## config.mk

```make
export PLATFORM = sky130hd
export DESIGN_NAME = apb_subsystem
export DESIGN_NICKNAME = d
export VERILOG_FILES = /design/src/verilog/apb_sub_pkg.sv /design/src/verilog/alut_pkg.sv /design/src/verilog/apb_bus_if.sv /design/src/verilog/ahb_apb_bridge.sv /design/src/verilog/apb_slave_router.sv /design/src/verilog/alut_regs.sv /design/src/verilog/apb_subsystem.sv
export SDC_FILE = /design/constraint.sdc
export NUM_CORES = 1
export LEC_CHECK = 0
export BUFFER_PORTS_ARGS = -buffer_cell sky130_fd_sc_hd__buf_2
export CAP_MARGIN = 20
export CORE_MARGIN = 2
export CORE_UTILIZATION = 38
export CTS_CLUSTER_DIAMETER = 120
export DETAILED_ROUTE_END_ITERATION = 12
export GPL_TIMING_DRIVEN = 0
export PLACE_DENSITY = 0.58
export SYNTH_ARGS = -nofsm -noshare
export SYNTH_HDL_FRONTEND = slang
export SYNTH_SLANG_ARGS = --single-unit
```

## constraint.sdc

```tcl
create_clock -name hclk -period 5.48 [get_ports hclk]
set_clock_uncertainty 0.1 [all_clocks]
set_input_delay 1.096 -clock hclk [delete_from_list [all_inputs] [get_ports hclk]]
set_output_delay 1.096 -clock hclk [all_outputs]
set_load 0.01 [all_outputs]
```

## src/verilog/apb_sub_pkg.sv

```systemverilog
package apb_sub_pkg;

   // ----------------------------------------
   // Bus widths and slot counts
   // ----------------------------------------
   localparam int addr_w      = 32;
   localparam int data_w      = 32;
   localparam int num_regions = 5;
   localparam int num_mac     = 4;

   // Slot order in the region vectors
   localparam int region_alut = 0;
   localparam int region_mac0 = 1;

   // ----------------------------------------
   // Address map
   // ----------------------------------------
   // Each region spans 64 KiB
   localparam logic [addr_w-1:0] region_mask = 32'hFFFF_0000;

   // ALUT first, then MAC 0 to MAC 3
   localparam logic [addr_w-1:0] region_base [num_regions] = '{
      32'h00A0_0000,
      32'h00A1_0000,
      32'h00A2_0000,
      32'h00A3_0000,
      32'h00A4_0000
   };

   // One bit per region, at most one set
   typedef logic [num_regions-1:0] region_sel_t;

   // ----------------------------------------
   // AHB-lite encodings
   // ----------------------------------------
   typedef enum logic [1:0] {
      htrans_idle   = 2'b00,
      htrans_busy   = 2'b01,
      htrans_nonseq = 2'b10,
      htrans_seq    = 2'b11
   } htrans_t;

   typedef enum logic [1:0] {
      hresp_okay  = 2'b00,
      hresp_error = 2'b01
   } hresp_t;

endpackage

```

## src/verilog/alut_pkg.sv

```systemverilog
package alut_pkg;

   // ----------------------------------------
   // Table geometry
   // ----------------------------------------
   localparam int alut_entries = 4;
   localparam int idx_w        = $clog2(alut_entries);
   localparam int key_w        = 48;
   localparam int port_w       = 2;

   // ----------------------------------------
   // Register offsets, paddr bits 6:0
   // ----------------------------------------
   localparam int off_w = 7;
   localparam logic [off_w-1:0] off_key_lo = 7'h00;
   localparam logic [off_w-1:0] off_key_hi = 7'h04;
   localparam logic [off_w-1:0] off_cmd    = 7'h08;
   localparam logic [off_w-1:0] off_result = 7'h0C;

   // Command word fields
   localparam int cmd_op_bit   = 0;
   localparam int cmd_idx_lsb  = 4;
   localparam int cmd_port_lsb = 8;
   localparam logic op_learn   = 1'b0;
   localparam logic op_lookup  = 1'b1;

   // Result word fields
   localparam int res_hit_bit  = 31;
   localparam int res_idx_lsb  = 4;
   localparam int res_port_lsb = 0;

   typedef struct packed {
      logic              valid;
      logic [key_w-1:0]  key;
      logic [port_w-1:0] port;
   } alut_entry_t;

endpackage

```

## src/verilog/apb_bus_if.sv

```systemverilog
interface apb_bus_if;
   import apb_sub_pkg::*;

   // Request side, driven by the bridge
   logic [addr_w-1:0] paddr;
   logic              pwrite;
   logic              penable;
   logic [data_w-1:0] pwdata;
   // Single bit, true for the whole transfer
   logic              psel;

   // Return side, muxed by the router
   logic [data_w-1:0] prdata;
   logic              pready;

   modport master (
      output paddr, pwrite, penable, pwdata, psel,
      input  prdata, pready
   );

   // Router only needs the address and the transfer flag
   modport router (
      input  paddr, psel,
      output prdata, pready
   );

   modport slave (
      input  paddr, pwrite, penable, pwdata, psel,
      output prdata, pready
   );

endinterface

```

## src/verilog/ahb_apb_bridge.sv

```systemverilog
module ahb_apb_bridge (
   input  logic                           hclk,
   input  logic                           arst_n,
   input  logic                           hsel,
   input  logic                           hready_in,
   input  logic                           hwrite,
   input  apb_sub_pkg::htrans_t           htrans,
   input  logic [apb_sub_pkg::addr_w-1:0] haddr,
   input  logic [apb_sub_pkg::data_w-1:0] hwdata,
   output logic [apb_sub_pkg::data_w-1:0] hrdata,
   output logic                           hready,
   output apb_sub_pkg::hresp_t            hresp,
   input  logic                           decode_err,
   apb_bus_if.master                      apb
);
   import apb_sub_pkg::*;

   // Setup state doubles as the first ERROR cycle when decode fails
   typedef enum logic [1:0] {
      st_idle,
      st_setup,
      st_access,
      st_err
   } state_t;

   state_t            state;
   state_t            state_nxt;
   logic              accept;
   logic [addr_w-1:0] addr_q;
   logic              write_q;
   logic [data_w-1:0] wdata_q;
   logic [data_w-1:0] rdata_q;

   // ----------------------------------------
   // AHB address phase
   // ----------------------------------------
   // Only idle and the second ERROR cycle show hready high
   assign hready = (state == st_idle) || (state == st_err);

   assign accept = hsel && hready_in && hready &&
                   (htrans inside {htrans_nonseq, htrans_seq});

   // Address and direction held for the whole APB transfer
   always_ff @(posedge hclk) begin
      if (accept) begin
         addr_q  <= haddr;
         write_q <= hwrite;
      end
   end

   // Write data arrives one cycle after the address
   always_ff @(posedge hclk) begin
      if (state == st_setup) begin
         wdata_q <= hwdata;
      end
   end

   // Read data kept stable while hready is high
   always_ff @(posedge hclk) begin
      if (state == st_access && apb.pready) begin
         rdata_q <= apb.prdata;
      end
   end

   // ----------------------------------------
   // Control FSM
   // ----------------------------------------
   always_comb begin
      state_nxt = state;
      case (state)
         st_idle, st_err: begin
            state_nxt = accept ? st_setup : st_idle;
         end
         st_setup: begin
            // No APB cycle for an unmapped address
            state_nxt = decode_err ? st_err : st_access;
         end
         st_access: begin
            if (apb.pready) begin
               state_nxt = st_idle;
            end
         end
         default: begin
            state_nxt = st_idle;
         end
      endcase
   end

   always_ff @(posedge hclk or negedge arst_n) begin
      if (!arst_n) begin
         state <= st_idle;
      end else begin
         state <= state_nxt;
      end
   end

   // ----------------------------------------
   // APB request and AHB response
   // ----------------------------------------
   assign apb.paddr   = addr_q;
   assign apb.pwrite  = write_q;
   assign apb.psel    = (state == st_setup && !decode_err) || (state == st_access);
   assign apb.penable = (state == st_access);
   // Setup cycle takes hwdata straight from the bus
   assign apb.pwdata  = (state == st_setup) ? hwdata : wdata_q;

   assign hrdata = rdata_q;

   // Both cycles of the error response
   assign hresp = ((state == st_setup && decode_err) || state == st_err) ?
                  hresp_error : hresp_okay;

endmodule

```

## src/verilog/apb_slave_router.sv

```systemverilog
module apb_slave_router (
   apb_bus_if.router                                                   bus,
   output apb_sub_pkg::region_sel_t                                    psel_region,
   input  logic [apb_sub_pkg::num_regions-1:0][apb_sub_pkg::data_w-1:0] prdata_region,
   input  logic [apb_sub_pkg::num_regions-1:0]                         pready_region,
   output logic                                                        decode_err
);
   import apb_sub_pkg::*;

   region_sel_t hit;

   // ----------------------------------------
   // Region decode
   // ----------------------------------------
   // Regions never overlap, so hit is one-hot or zero
   always_comb begin
      hit = '0;
      for (int k = 0; k < num_regions; k++) begin
         hit[k] = (bus.paddr & region_mask) == region_base[k];
      end
   end

   // Selects only while the bridge runs a transfer
   assign psel_region = hit & {num_regions{bus.psel}};

   // Independent of psel, the bridge reads it in the setup cycle
   assign decode_err = ~|hit;

   // ----------------------------------------
   // Return path
   // ----------------------------------------
   always_comb begin
      bus.prdata = '0;
      bus.pready = 1'b0;
      for (int k = 0; k < num_regions; k++) begin
         if (hit[k]) begin
            bus.prdata = prdata_region[k];
            bus.pready = pready_region[k];
         end
      end
   end

endmodule

```

## src/verilog/alut_regs.sv

```systemverilog
module alut_regs (
   input  logic                           hclk,
   input  logic                           arst_n,
   input  logic                           psel,
   input  logic                           penable,
   input  logic                           pwrite,
   input  logic [alut_pkg::off_w-1:0]     paddr,
   input  logic [apb_sub_pkg::data_w-1:0] pwdata,
   output logic [apb_sub_pkg::data_w-1:0] prdata
);
   import apb_sub_pkg::*;
   import alut_pkg::*;

   logic [31:0]             key_lo;
   logic [key_w-33:0]       key_hi;
   logic [key_w-1:0]        key;
   alut_entry_t             entries [alut_entries];
   logic [data_w-1:0]       result_q;
   logic [data_w-1:0]       result_d;
   logic [alut_entries-1:0] match;
   logic                    wr;
   logic                    wr_cmd;
   logic                    cmd_op;
   logic [idx_w-1:0]        cmd_idx;
   logic [port_w-1:0]       cmd_port;
   logic                    found;
   logic [idx_w-1:0]        found_idx;
   logic [port_w-1:0]       found_port;

   // Writes land at the end of the access cycle
   assign wr     = psel && penable && pwrite;
   assign wr_cmd = wr && (paddr == off_cmd);

   assign cmd_op   = pwdata[cmd_op_bit];
   assign cmd_idx  = pwdata[cmd_idx_lsb +: idx_w];
   assign cmd_port = pwdata[cmd_port_lsb +: port_w];

   // ----------------------------------------
   // Key registers
   // ----------------------------------------
   always_ff @(posedge hclk) begin
      if (wr && paddr == off_key_lo) begin
         key_lo <= pwdata;
      end
      if (wr && paddr == off_key_hi) begin
         key_hi <= pwdata[key_w-33:0];
      end
   end

   assign key = {key_hi, key_lo};

   // ----------------------------------------
   // Parallel compare, lowest index wins
   // ----------------------------------------
   always_comb begin
      for (int k = 0; k < alut_entries; k++) begin
         match[k] = entries[k].valid && (entries[k].key == key);
      end
   end

   always_comb begin
      found      = 1'b0;
      found_idx  = '0;
      found_port = '0;
      // Walk downwards so the last hit kept is the lowest
      for (int k = alut_entries - 1; k >= 0; k--) begin
         if (match[k]) begin
            found      = 1'b1;
            found_idx  = idx_w'(k);
            found_port = entries[k].port;
         end
      end
   end

   // Miss packs to all zeros
   always_comb begin
      result_d = '0;
      result_d[res_hit_bit] = found;
      result_d[res_idx_lsb +: idx_w] = found_idx;
      result_d[res_port_lsb +: port_w] = found_port;
   end

   // ----------------------------------------
   // Learn and lookup
   // ----------------------------------------
   always_ff @(posedge hclk or negedge arst_n) begin
      if (!arst_n) begin
         for (int k = 0; k < alut_entries; k++) begin
            entries[k].valid <= 1'b0;
         end
         result_q <= '0;
      end else if (wr_cmd) begin
         if (cmd_op == op_learn) begin
            entries[cmd_idx].valid <= 1'b1;
            entries[cmd_idx].key   <= key;
            entries[cmd_idx].port  <= cmd_port;
         end else begin
            result_q <= result_d;
         end
      end
   end

   // Readback, command register reads as zero
   always_comb begin
      case (paddr)
         off_key_lo: prdata = key_lo;
         off_key_hi: prdata = data_w'(key_hi);
         off_result: prdata = result_q;
         default:    prdata = '0;
      endcase
   end

endmodule

```

## src/verilog/apb_subsystem.sv

```systemverilog
module apb_subsystem (
   input  logic                                                    hclk,
   input  logic                                                    arst_n,
   // AHB-lite slave port
   input  logic                                                    hsel,
   input  logic [apb_sub_pkg::addr_w-1:0]                          haddr,
   input  apb_sub_pkg::htrans_t                                    htrans,
   input  logic                                                    hwrite,
   input  logic [apb_sub_pkg::data_w-1:0]                          hwdata,
   input  logic                                                    hready_in,
   output logic [apb_sub_pkg::data_w-1:0]                          hrdata,
   output logic                                                    hready,
   output apb_sub_pkg::hresp_t                                     hresp,
   // Shared APB request lines
   output logic [apb_sub_pkg::addr_w-1:0]                          paddr,
   output logic                                                    pwrite,
   output logic                                                    penable,
   output logic [apb_sub_pkg::data_w-1:0]                          pwdata,
   // MAC register ports
   output logic [apb_sub_pkg::num_mac-1:0]                         psel_mac,
   input  logic [apb_sub_pkg::num_mac-1:0][apb_sub_pkg::data_w-1:0] prdata_mac,
   input  logic [apb_sub_pkg::num_mac-1:0]                         pready_mac
);
   import apb_sub_pkg::*;
   import alut_pkg::*;

   region_sel_t                            psel_region;
   logic [num_regions-1:0][data_w-1:0]     prdata_region;
   logic [num_regions-1:0]                 pready_region;
   logic [data_w-1:0]                      prdata_alut;
   logic                                   decode_err;

   apb_bus_if apb_bus ();

   // ----------------------------------------
   // Slot wiring, ALUT in slot 0
   // ----------------------------------------
   assign prdata_region[region_alut]          = prdata_alut;
   assign prdata_region[region_mac0 +: num_mac] = prdata_mac;
   // ALUT never stalls
   assign pready_region[region_alut]          = 1'b1;
   assign pready_region[region_mac0 +: num_mac] = pready_mac;

   assign psel_mac = psel_region[region_mac0 +: num_mac];

   assign paddr   = apb_bus.paddr;
   assign pwrite  = apb_bus.pwrite;
   assign penable = apb_bus.penable;
   assign pwdata  = apb_bus.pwdata;

   ahb_apb_bridge ahb_apb_bridge_inst (
      .hclk       (hclk),
      .arst_n     (arst_n),
      .hsel       (hsel),
      .hready_in  (hready_in),
      .hwrite     (hwrite),
      .htrans     (htrans),
      .haddr      (haddr),
      .hwdata     (hwdata),
      .hrdata     (hrdata),
      .hready     (hready),
      .hresp      (hresp),
      .decode_err (decode_err),
      .apb        (apb_bus)
   );

   apb_slave_router apb_slave_router_inst (
      .bus           (apb_bus),
      .psel_region   (psel_region),
      .prdata_region (prdata_region),
      .pready_region (pready_region),
      .decode_err    (decode_err)
   );

   // Only the low offset bits reach the register block
   alut_regs alut_regs_inst (
      .hclk    (hclk),
      .arst_n  (arst_n),
      .psel    (psel_region[region_alut]),
      .penable (apb_bus.penable),
      .pwrite  (apb_bus.pwrite),
      .paddr   (apb_bus.paddr[off_w-1:0]),
      .pwdata  (apb_bus.pwdata),
      .prdata  (prdata_alut)
   );

endmodule

```

Word-level counts from Yosys, hierarchy flattened:

Index checks and enable logic that the tools add are counted.

* flip-flop bits (word level): 356
* bits of input ports: 203

* magnitude comparators: 2
* equality and inequality tests: 18
* muxes and demuxes: 38
* bitwise operators: 3
* reductions and logical operators: 28

Operators with widths (count)
* bitwise mux 204 bit: 3
* demux 51 bit (select 2 bit): 3
* == test 48 bit: 4
* 2-to-1 mux 32 bit: 6
* case mux 32 bit (3 select lines): 1
* == test 16 x 8 -> 1 bit, second input constant: 5
* 2-to-1 mux 51 bit: 1
* 2-to-1 mux 50 bit: 1
* 2-to-1 mux 2 bit: 10
* logical AND 1 bit: 16
* == test 7 x 4 -> 1 bit, second input constant: 2
* 2-to-1 mux 1 bit: 12
* == test 2 bit, second input constant: 4
* == test 7 x 3 -> 1 bit, second input constant: 1
* logical NOT 7 bit: 1
* case mux 2 bit (3 select lines): 1
* AND 5 bit: 1
* OR reduction 5 bit: 1
* AND reduction 2 bit: 2
* >= comparator 3 bit, second input constant: 1
* logical OR 1 bit: 3
* less-than comparator 3 x 1 -> 1 bit, second input constant: 1
* NOT 2 -> 3 bit: 1
* AND reduction 3 bit: 1
* other kinds (7): 7

Logic depth before layout (Yosys ltp):

* word-level depth: 10
* depth in mapped cells: 8

By module:

A second synthesis with hierarchy kept.

* cells, all modules: 1051
* area total of the unflattened synthesis: 15607.5 µm²

Modules (own cells, without submodules)
* alut_regs: instances 1, cells each 692, area each 10825.4 µm², sequential area each 7672.4 µm²
* ahb_apb_bridge: instances 1, cells each 154, area each 3321.9 µm², sequential area each 2642.5 µm²
* apb_slave_router: instances 1, cells each 204, area each 1456.4 µm², sequential area each 0.0 µm²
* apb_subsystem: instances 1, cells each 1, area each 3.8 µm², sequential area each 0.0 µm²

Worst setup path after synthesis:

OpenSTA, ideal clock, no wires.

* path kind: register to register
* start: register ahb_apb_bridge_inst.addr_q[19], in the netlist ahb_apb_bridge_inst.apb.paddr[19]
* end: register alut_regs_inst.entries[102] in the netlist's numbering (enable)
* setup time: 458 ps
* arrival time: 4379 ps
* required time: 4922 ps
* setup slack: 544 ps
* stages on the path, launching flop included: 7
* path buffers: 0
* path through: edfxtp_1 > nor4b_2 > nand3b_1 > or4_4 > or4_4 > or2_4 > nor2_1

* longest elaborated chain between the ends: 9
* elaborated cells between the ends (all ways): 13

Ends and longest elaborated chain
* from (decl): RTL line ahb_apb_bridge.sv:29 `logic [addr_w-1:0] addr_q;`
* from (signal assigned): RTL line ahb_apb_bridge.sv:46 `addr_q <= haddr;`
* == test 16 x 8 -> 1 bit: RTL line apb_slave_router.sv:19 `hit[k] = (bus.paddr & region_mask) == region_base[k];`
* OR reduction 5 bit: RTL line apb_slave_router.sv:27 `assign decode_err = ~|hit;`
* logical AND 1 bit: RTL line ahb_apb_bridge.sv:102 `assign apb.psel = (state == st_setup && !decode_err) || (state == st_access);`
* logical OR 1 bit: RTL line ahb_apb_bridge.sv:102
* AND 5 bit (*): RTL line apb_slave_router.sv:24 `assign psel_region = hit & {num_regions{bus.psel}};`
* logical AND 1 bit (*) (2 in series): RTL line alut_regs.sv:31 `assign wr = psel && penable && pwrite;`
* logical AND 1 bit (*): RTL line alut_regs.sv:32 `assign wr_cmd = wr && (paddr == off_cmd);`
* AND reduction 3 bit (no line) (*)
* to (decl): RTL line alut_regs.sv:17 `alut_entry_t entries [alut_entries];`

Mark *: on every way between the ends. The rest lies on a longest branch, timed or not.
A chain may end at the register's enable or synchronous reset.

Worst setup path in the final report:

* start: register ahb_apb_bridge_inst.state[1]
* end: output port pwdata[9] in the netlist's numbering

* longest elaborated chain between the ends: 2

Ends and longest elaborated chain
* from (decl): RTL line ahb_apb_bridge.sv:26 `state_t state;`
* from (signal assigned): RTL line ahb_apb_bridge.sv:91 `state <= st_idle;`
* from (signal assigned): RTL line ahb_apb_bridge.sv:93 `state <= state_nxt;`
* == test 2 x 1 -> 1 bit: RTL line ahb_apb_bridge.sv:105 `assign apb.pwdata = (state == st_setup) ? hwdata : wdata_q;`
* 2-to-1 mux 32 bit: RTL line ahb_apb_bridge.sv:105
* to (decl): RTL line apb_subsystem.sv:18 `output logic [apb_sub_pkg::data_w-1:0] pwdata,`

Every way passes these cells.

==> impl_metrics.env <==
export IMPL_status="completed"
export IMPL_cts_sinks=356
export IMPL_synth_main_ff_cell="edfxtp_1"
export IMPL_critPathLaunchType="register"
export IMPL_crit_type="reg -> out"
export IMPL_cts_buffers=40
export IMPL_yosysUniqueCellTypes=60
export IMPL_post_cts_setup_buffers=0
export IMPL_antenna_found_initial=2
export IMPL_gp_congestion=0.9343
export IMPL_wl_per_cell_um=24.88
export IMPL_setup_viol=0
export IMPL_layout_common_cells="edfxtp_1 (313), buf_2 (307), xor2_1 (102)"
export IMPL_htreeDepth=2
export IMPL_endpoint_kind="primary output"
export IMPL_final_common_cell="edfxtp_1"
export IMPL_fin_crit_sh_pct=86.16
export IMPL_crit_chain="inv_1 -> ha_1 -> clkbuf_1 -> buf_1 -> mux2i_1 -> inv_1 -> buf_2"
export IMPL_start_util_pct=38.28
export IMPL_hold_class="in -> async"
export IMPL_grt_remaining_overflow=0
export IMPL_max_cap_viol_count=0
export IMPL_clock_fmax_mhz=211.8
export IMPL_dp_hpwl_mm=38.47
export IMPL_synth_avg_cell_area_um2=14.22
export IMPL_yosysWarnings=0
export IMPL_critical_path_max_stage_delay_ns=0.73
export IMPL_die_w_um=203.4
export IMPL_antenna_left=0
export IMPL_cpMostUsedCell="inv_1"
export IMPL_cts_max_path_buffers=3
export IMPL_stdcell_count=1978
export IMPL_synthToLayoutAreaGrowth_pct=24.45
export IMPL_tightest_slew_ns=0.9500
export IMPL_vias_per_cell=5.140
export IMPL_hold_violations=0
export IMPL_synth_edf_count=313
export IMPL_cp_slowest_cell="mux2i_1"
export IMPL_critPathArrivalTime_ns=3.53
export IMPL_power_mw=6.653
export IMPL_first_iter_violations=835
export IMPL_layout_drive_gt1_share_pct=29.86
export IMPL_max_vdd_ir_drop_mv=0.2404
export IMPL_grt_max_degree=32
export IMPL_slew_limit_headroom_pct=36.32
export IMPL_tritoncts="built"
export IMPL_root_buffer="clkbuf_16"
export IMPL_grtUsageTotal_pct=23.57
export IMPL_grt_pass1_wl_mm=69.66
export IMPL_synthesis_area_um2=15100
export IMPL_maxSlewViolCount=0
export IMPL_core_area_um2=39460
export IMPL_die_h_um=203.4
export IMPL_rows=73
export IMPL_grt_pass1_vias=10190
export IMPL_powerDensity_nw_per_um2=353.9
export IMPL_ctsHoldBuffers=0
export IMPL_required_ns=4.28
export IMPL_clock_latency_ns=0.56
export IMPL_post_cts_resized=0
export IMPL_drt_pass1_iter_count=7
export IMPL_fin_nets=1625
export IMPL_dp_cells=1901
export IMPL_synth_fp_nets=1268
export IMPL_fin_crit_ns=4.721
export IMPL_path_clk_slew_ns=0.06
export IMPL_die_area_um2=41360
export IMPL_ys_ff_latch=356
export IMPL_hold_worst_slack_ns=0.3152
export IMPL_leakagePower_nw=6.711
export IMPL_async_flop_share_pct=3.090
export IMPL_cp_max_fo=10
export IMPL_io_buffers=305
export IMPL_rsz0062_at_grt="no"
export IMPL_vias=10170
export IMPL_ys_seq_area_share_pct=68.29
export IMPL_drc_errors=0
export IMPL_routed_wl_mm=49.22
export IMPL_syn_inst=1062
export IMPL_pin_count=308
## layer usage
metal	vias up	track usage, %	part of all wire (%)	wire length (um)
li1	4653	-	-	-
met1	4988	30.37	41	20200
met2	446	39.91	49	23920
met3	78	4.538	7.0	3454
met4	2	8.029	3.3	1632
met5	-	0	0.018	9
## cells in the mapped netlist (5+ instances only)
library cell | instances | share of area (%)
a21oi_1 | 25 | 0.83
a22o_1 | 9 | 0.52
a22oi_1 | 9 | 0.45
a31oi_1 | 15 | 0.62
a32oi_1 | 9 | 0.52
clkbuf_1 | 75 | 1.9
dfrtp_1 | 11 | 1.8
dfxtp_1 | 32 | 4.2
edfxtp_1 | 313 | 62
inv_1 | 15 | 0.37
mux2_2 | 36 | 2.7
mux2i_1 | 18 | 1.2
nand2_1 | 40 | 0.99
nand3_1 | 20 | 0.66
nand4_1 | 25 | 1.0
nor2_1 | 41 | 1.0
nor2b_1 | 6 | 0.25
nor3_1 | 18 | 0.60
nor4_1 | 27 | 1.1
o21ai_0 | 50 | 1.7
o21bai_1 | 5 | 0.25
o22a_1 | 9 | 0.52
o22ai_1 | 6 | 0.25
xnor2_1 | 85 | 4.9
xor2_1 | 102 | 5.9
## worst paths after layout
| path | start | endpoint | slack [ns] | cells past startpoint |
|---|---|---|---|---|
| worst max-delay path | ahb_apb_bridge_inst.state[1] | pwdata[9] | 0.76 | 7 |
| worst min-delay path | arst_n | ahb_apb_bridge_inst.state[0] | 0.32 | 1 |
| worst max register to register | ahb_apb_bridge_inst.apb.paddr[19] | alut_regs_inst.entries[165] | 1.50 | 7 |
| worst min register to register | ahb_apb_bridge_inst.wdata_q[27] | ahb_apb_bridge_inst.wdata_q[27] | 0.38 | 1 |
| max in group asynchronous | arst_n | alut_regs_inst.entries[152] | 4.73 | 1 |
| min in group hclk | ahb_apb_bridge_inst.wdata_q[27] | ahb_apb_bridge_inst.wdata_q[27] | 0.38 | 1 |
## cell type report
type	count	area [um2]
Sequential cell	356	10310
Timing Repair Buffer	315	1732
Inverter	15	56.30
Clock inverter	20	128.9
Buffer	84	337.8
Clock buffer	53	1124
Fill cell	3620	20660
Tap cell	525	656.9
Multi-Input combinational cell	607	4441
Antenna cell	3	7.507
## report_power, final
group	total (mW)	switching, mW	internal (mW)	leakage [nW]
clock	2.58	1.09	1.49	0.617
combinational	0.881	0.524	0.357	2.87
sequential	3.19	0.0384	3.15	3.22
total	6.65	1.66	5.00	6.71
## worst max-delay path: cells and delay by family (launching register included)
family                     cells  cell delay, ns
buffers and inverters          5            1.69
muxes                          1            0.73
DFF                            1            0.41
adders and majority gates      1            0.13
## logic make-up (layout without fill, tap and decap cells)
kind of cell	after synthesis	in the layout	share of synthesized area (%)
AND/OR/NAND/NOR	204	204	7.223
AO/OA/AOI/OAI	157	157	6.776
adder cells (fa/ha/maj)	3	3	0.2485
other	1	4	0.02483
flip-flops	356	356	68.29
XOR/XNOR	188	188	10.95
buffers and inverters	99	487	2.609
multiplexers	54	54	3.877
## stage by stage
step                      worst slack (ns)  utilization [%]  instance area, um2  setup TNS, ns
after detailed placement             1.265            44.41               17520              0
after floorplan                     0.5437                -               15100              0
after global routing                0.4698            47.63               18790              0
after CTS                           0.6523            47.58               18780              0
final                               0.7586            47.64               18800              0
after global placement              -1.340            43.81               17290        -254.04
## state kept, by name, indices dropped and copies added (netlist names)
signal / count
ahb_apb_bridge_inst.apb.paddr: 32
ahb_apb_bridge_inst.apb.pwrite: 1
ahb_apb_bridge_inst.hrdata: 32
ahb_apb_bridge_inst.state: 2
ahb_apb_bridge_inst.wdata_q: 32
alut_regs_inst.entries: 204
alut_regs_inst.key_hi: 16
alut_regs_inst.key_lo: 32
alut_regs_inst.result_q: 5
(Power assumes the default switching activity.)
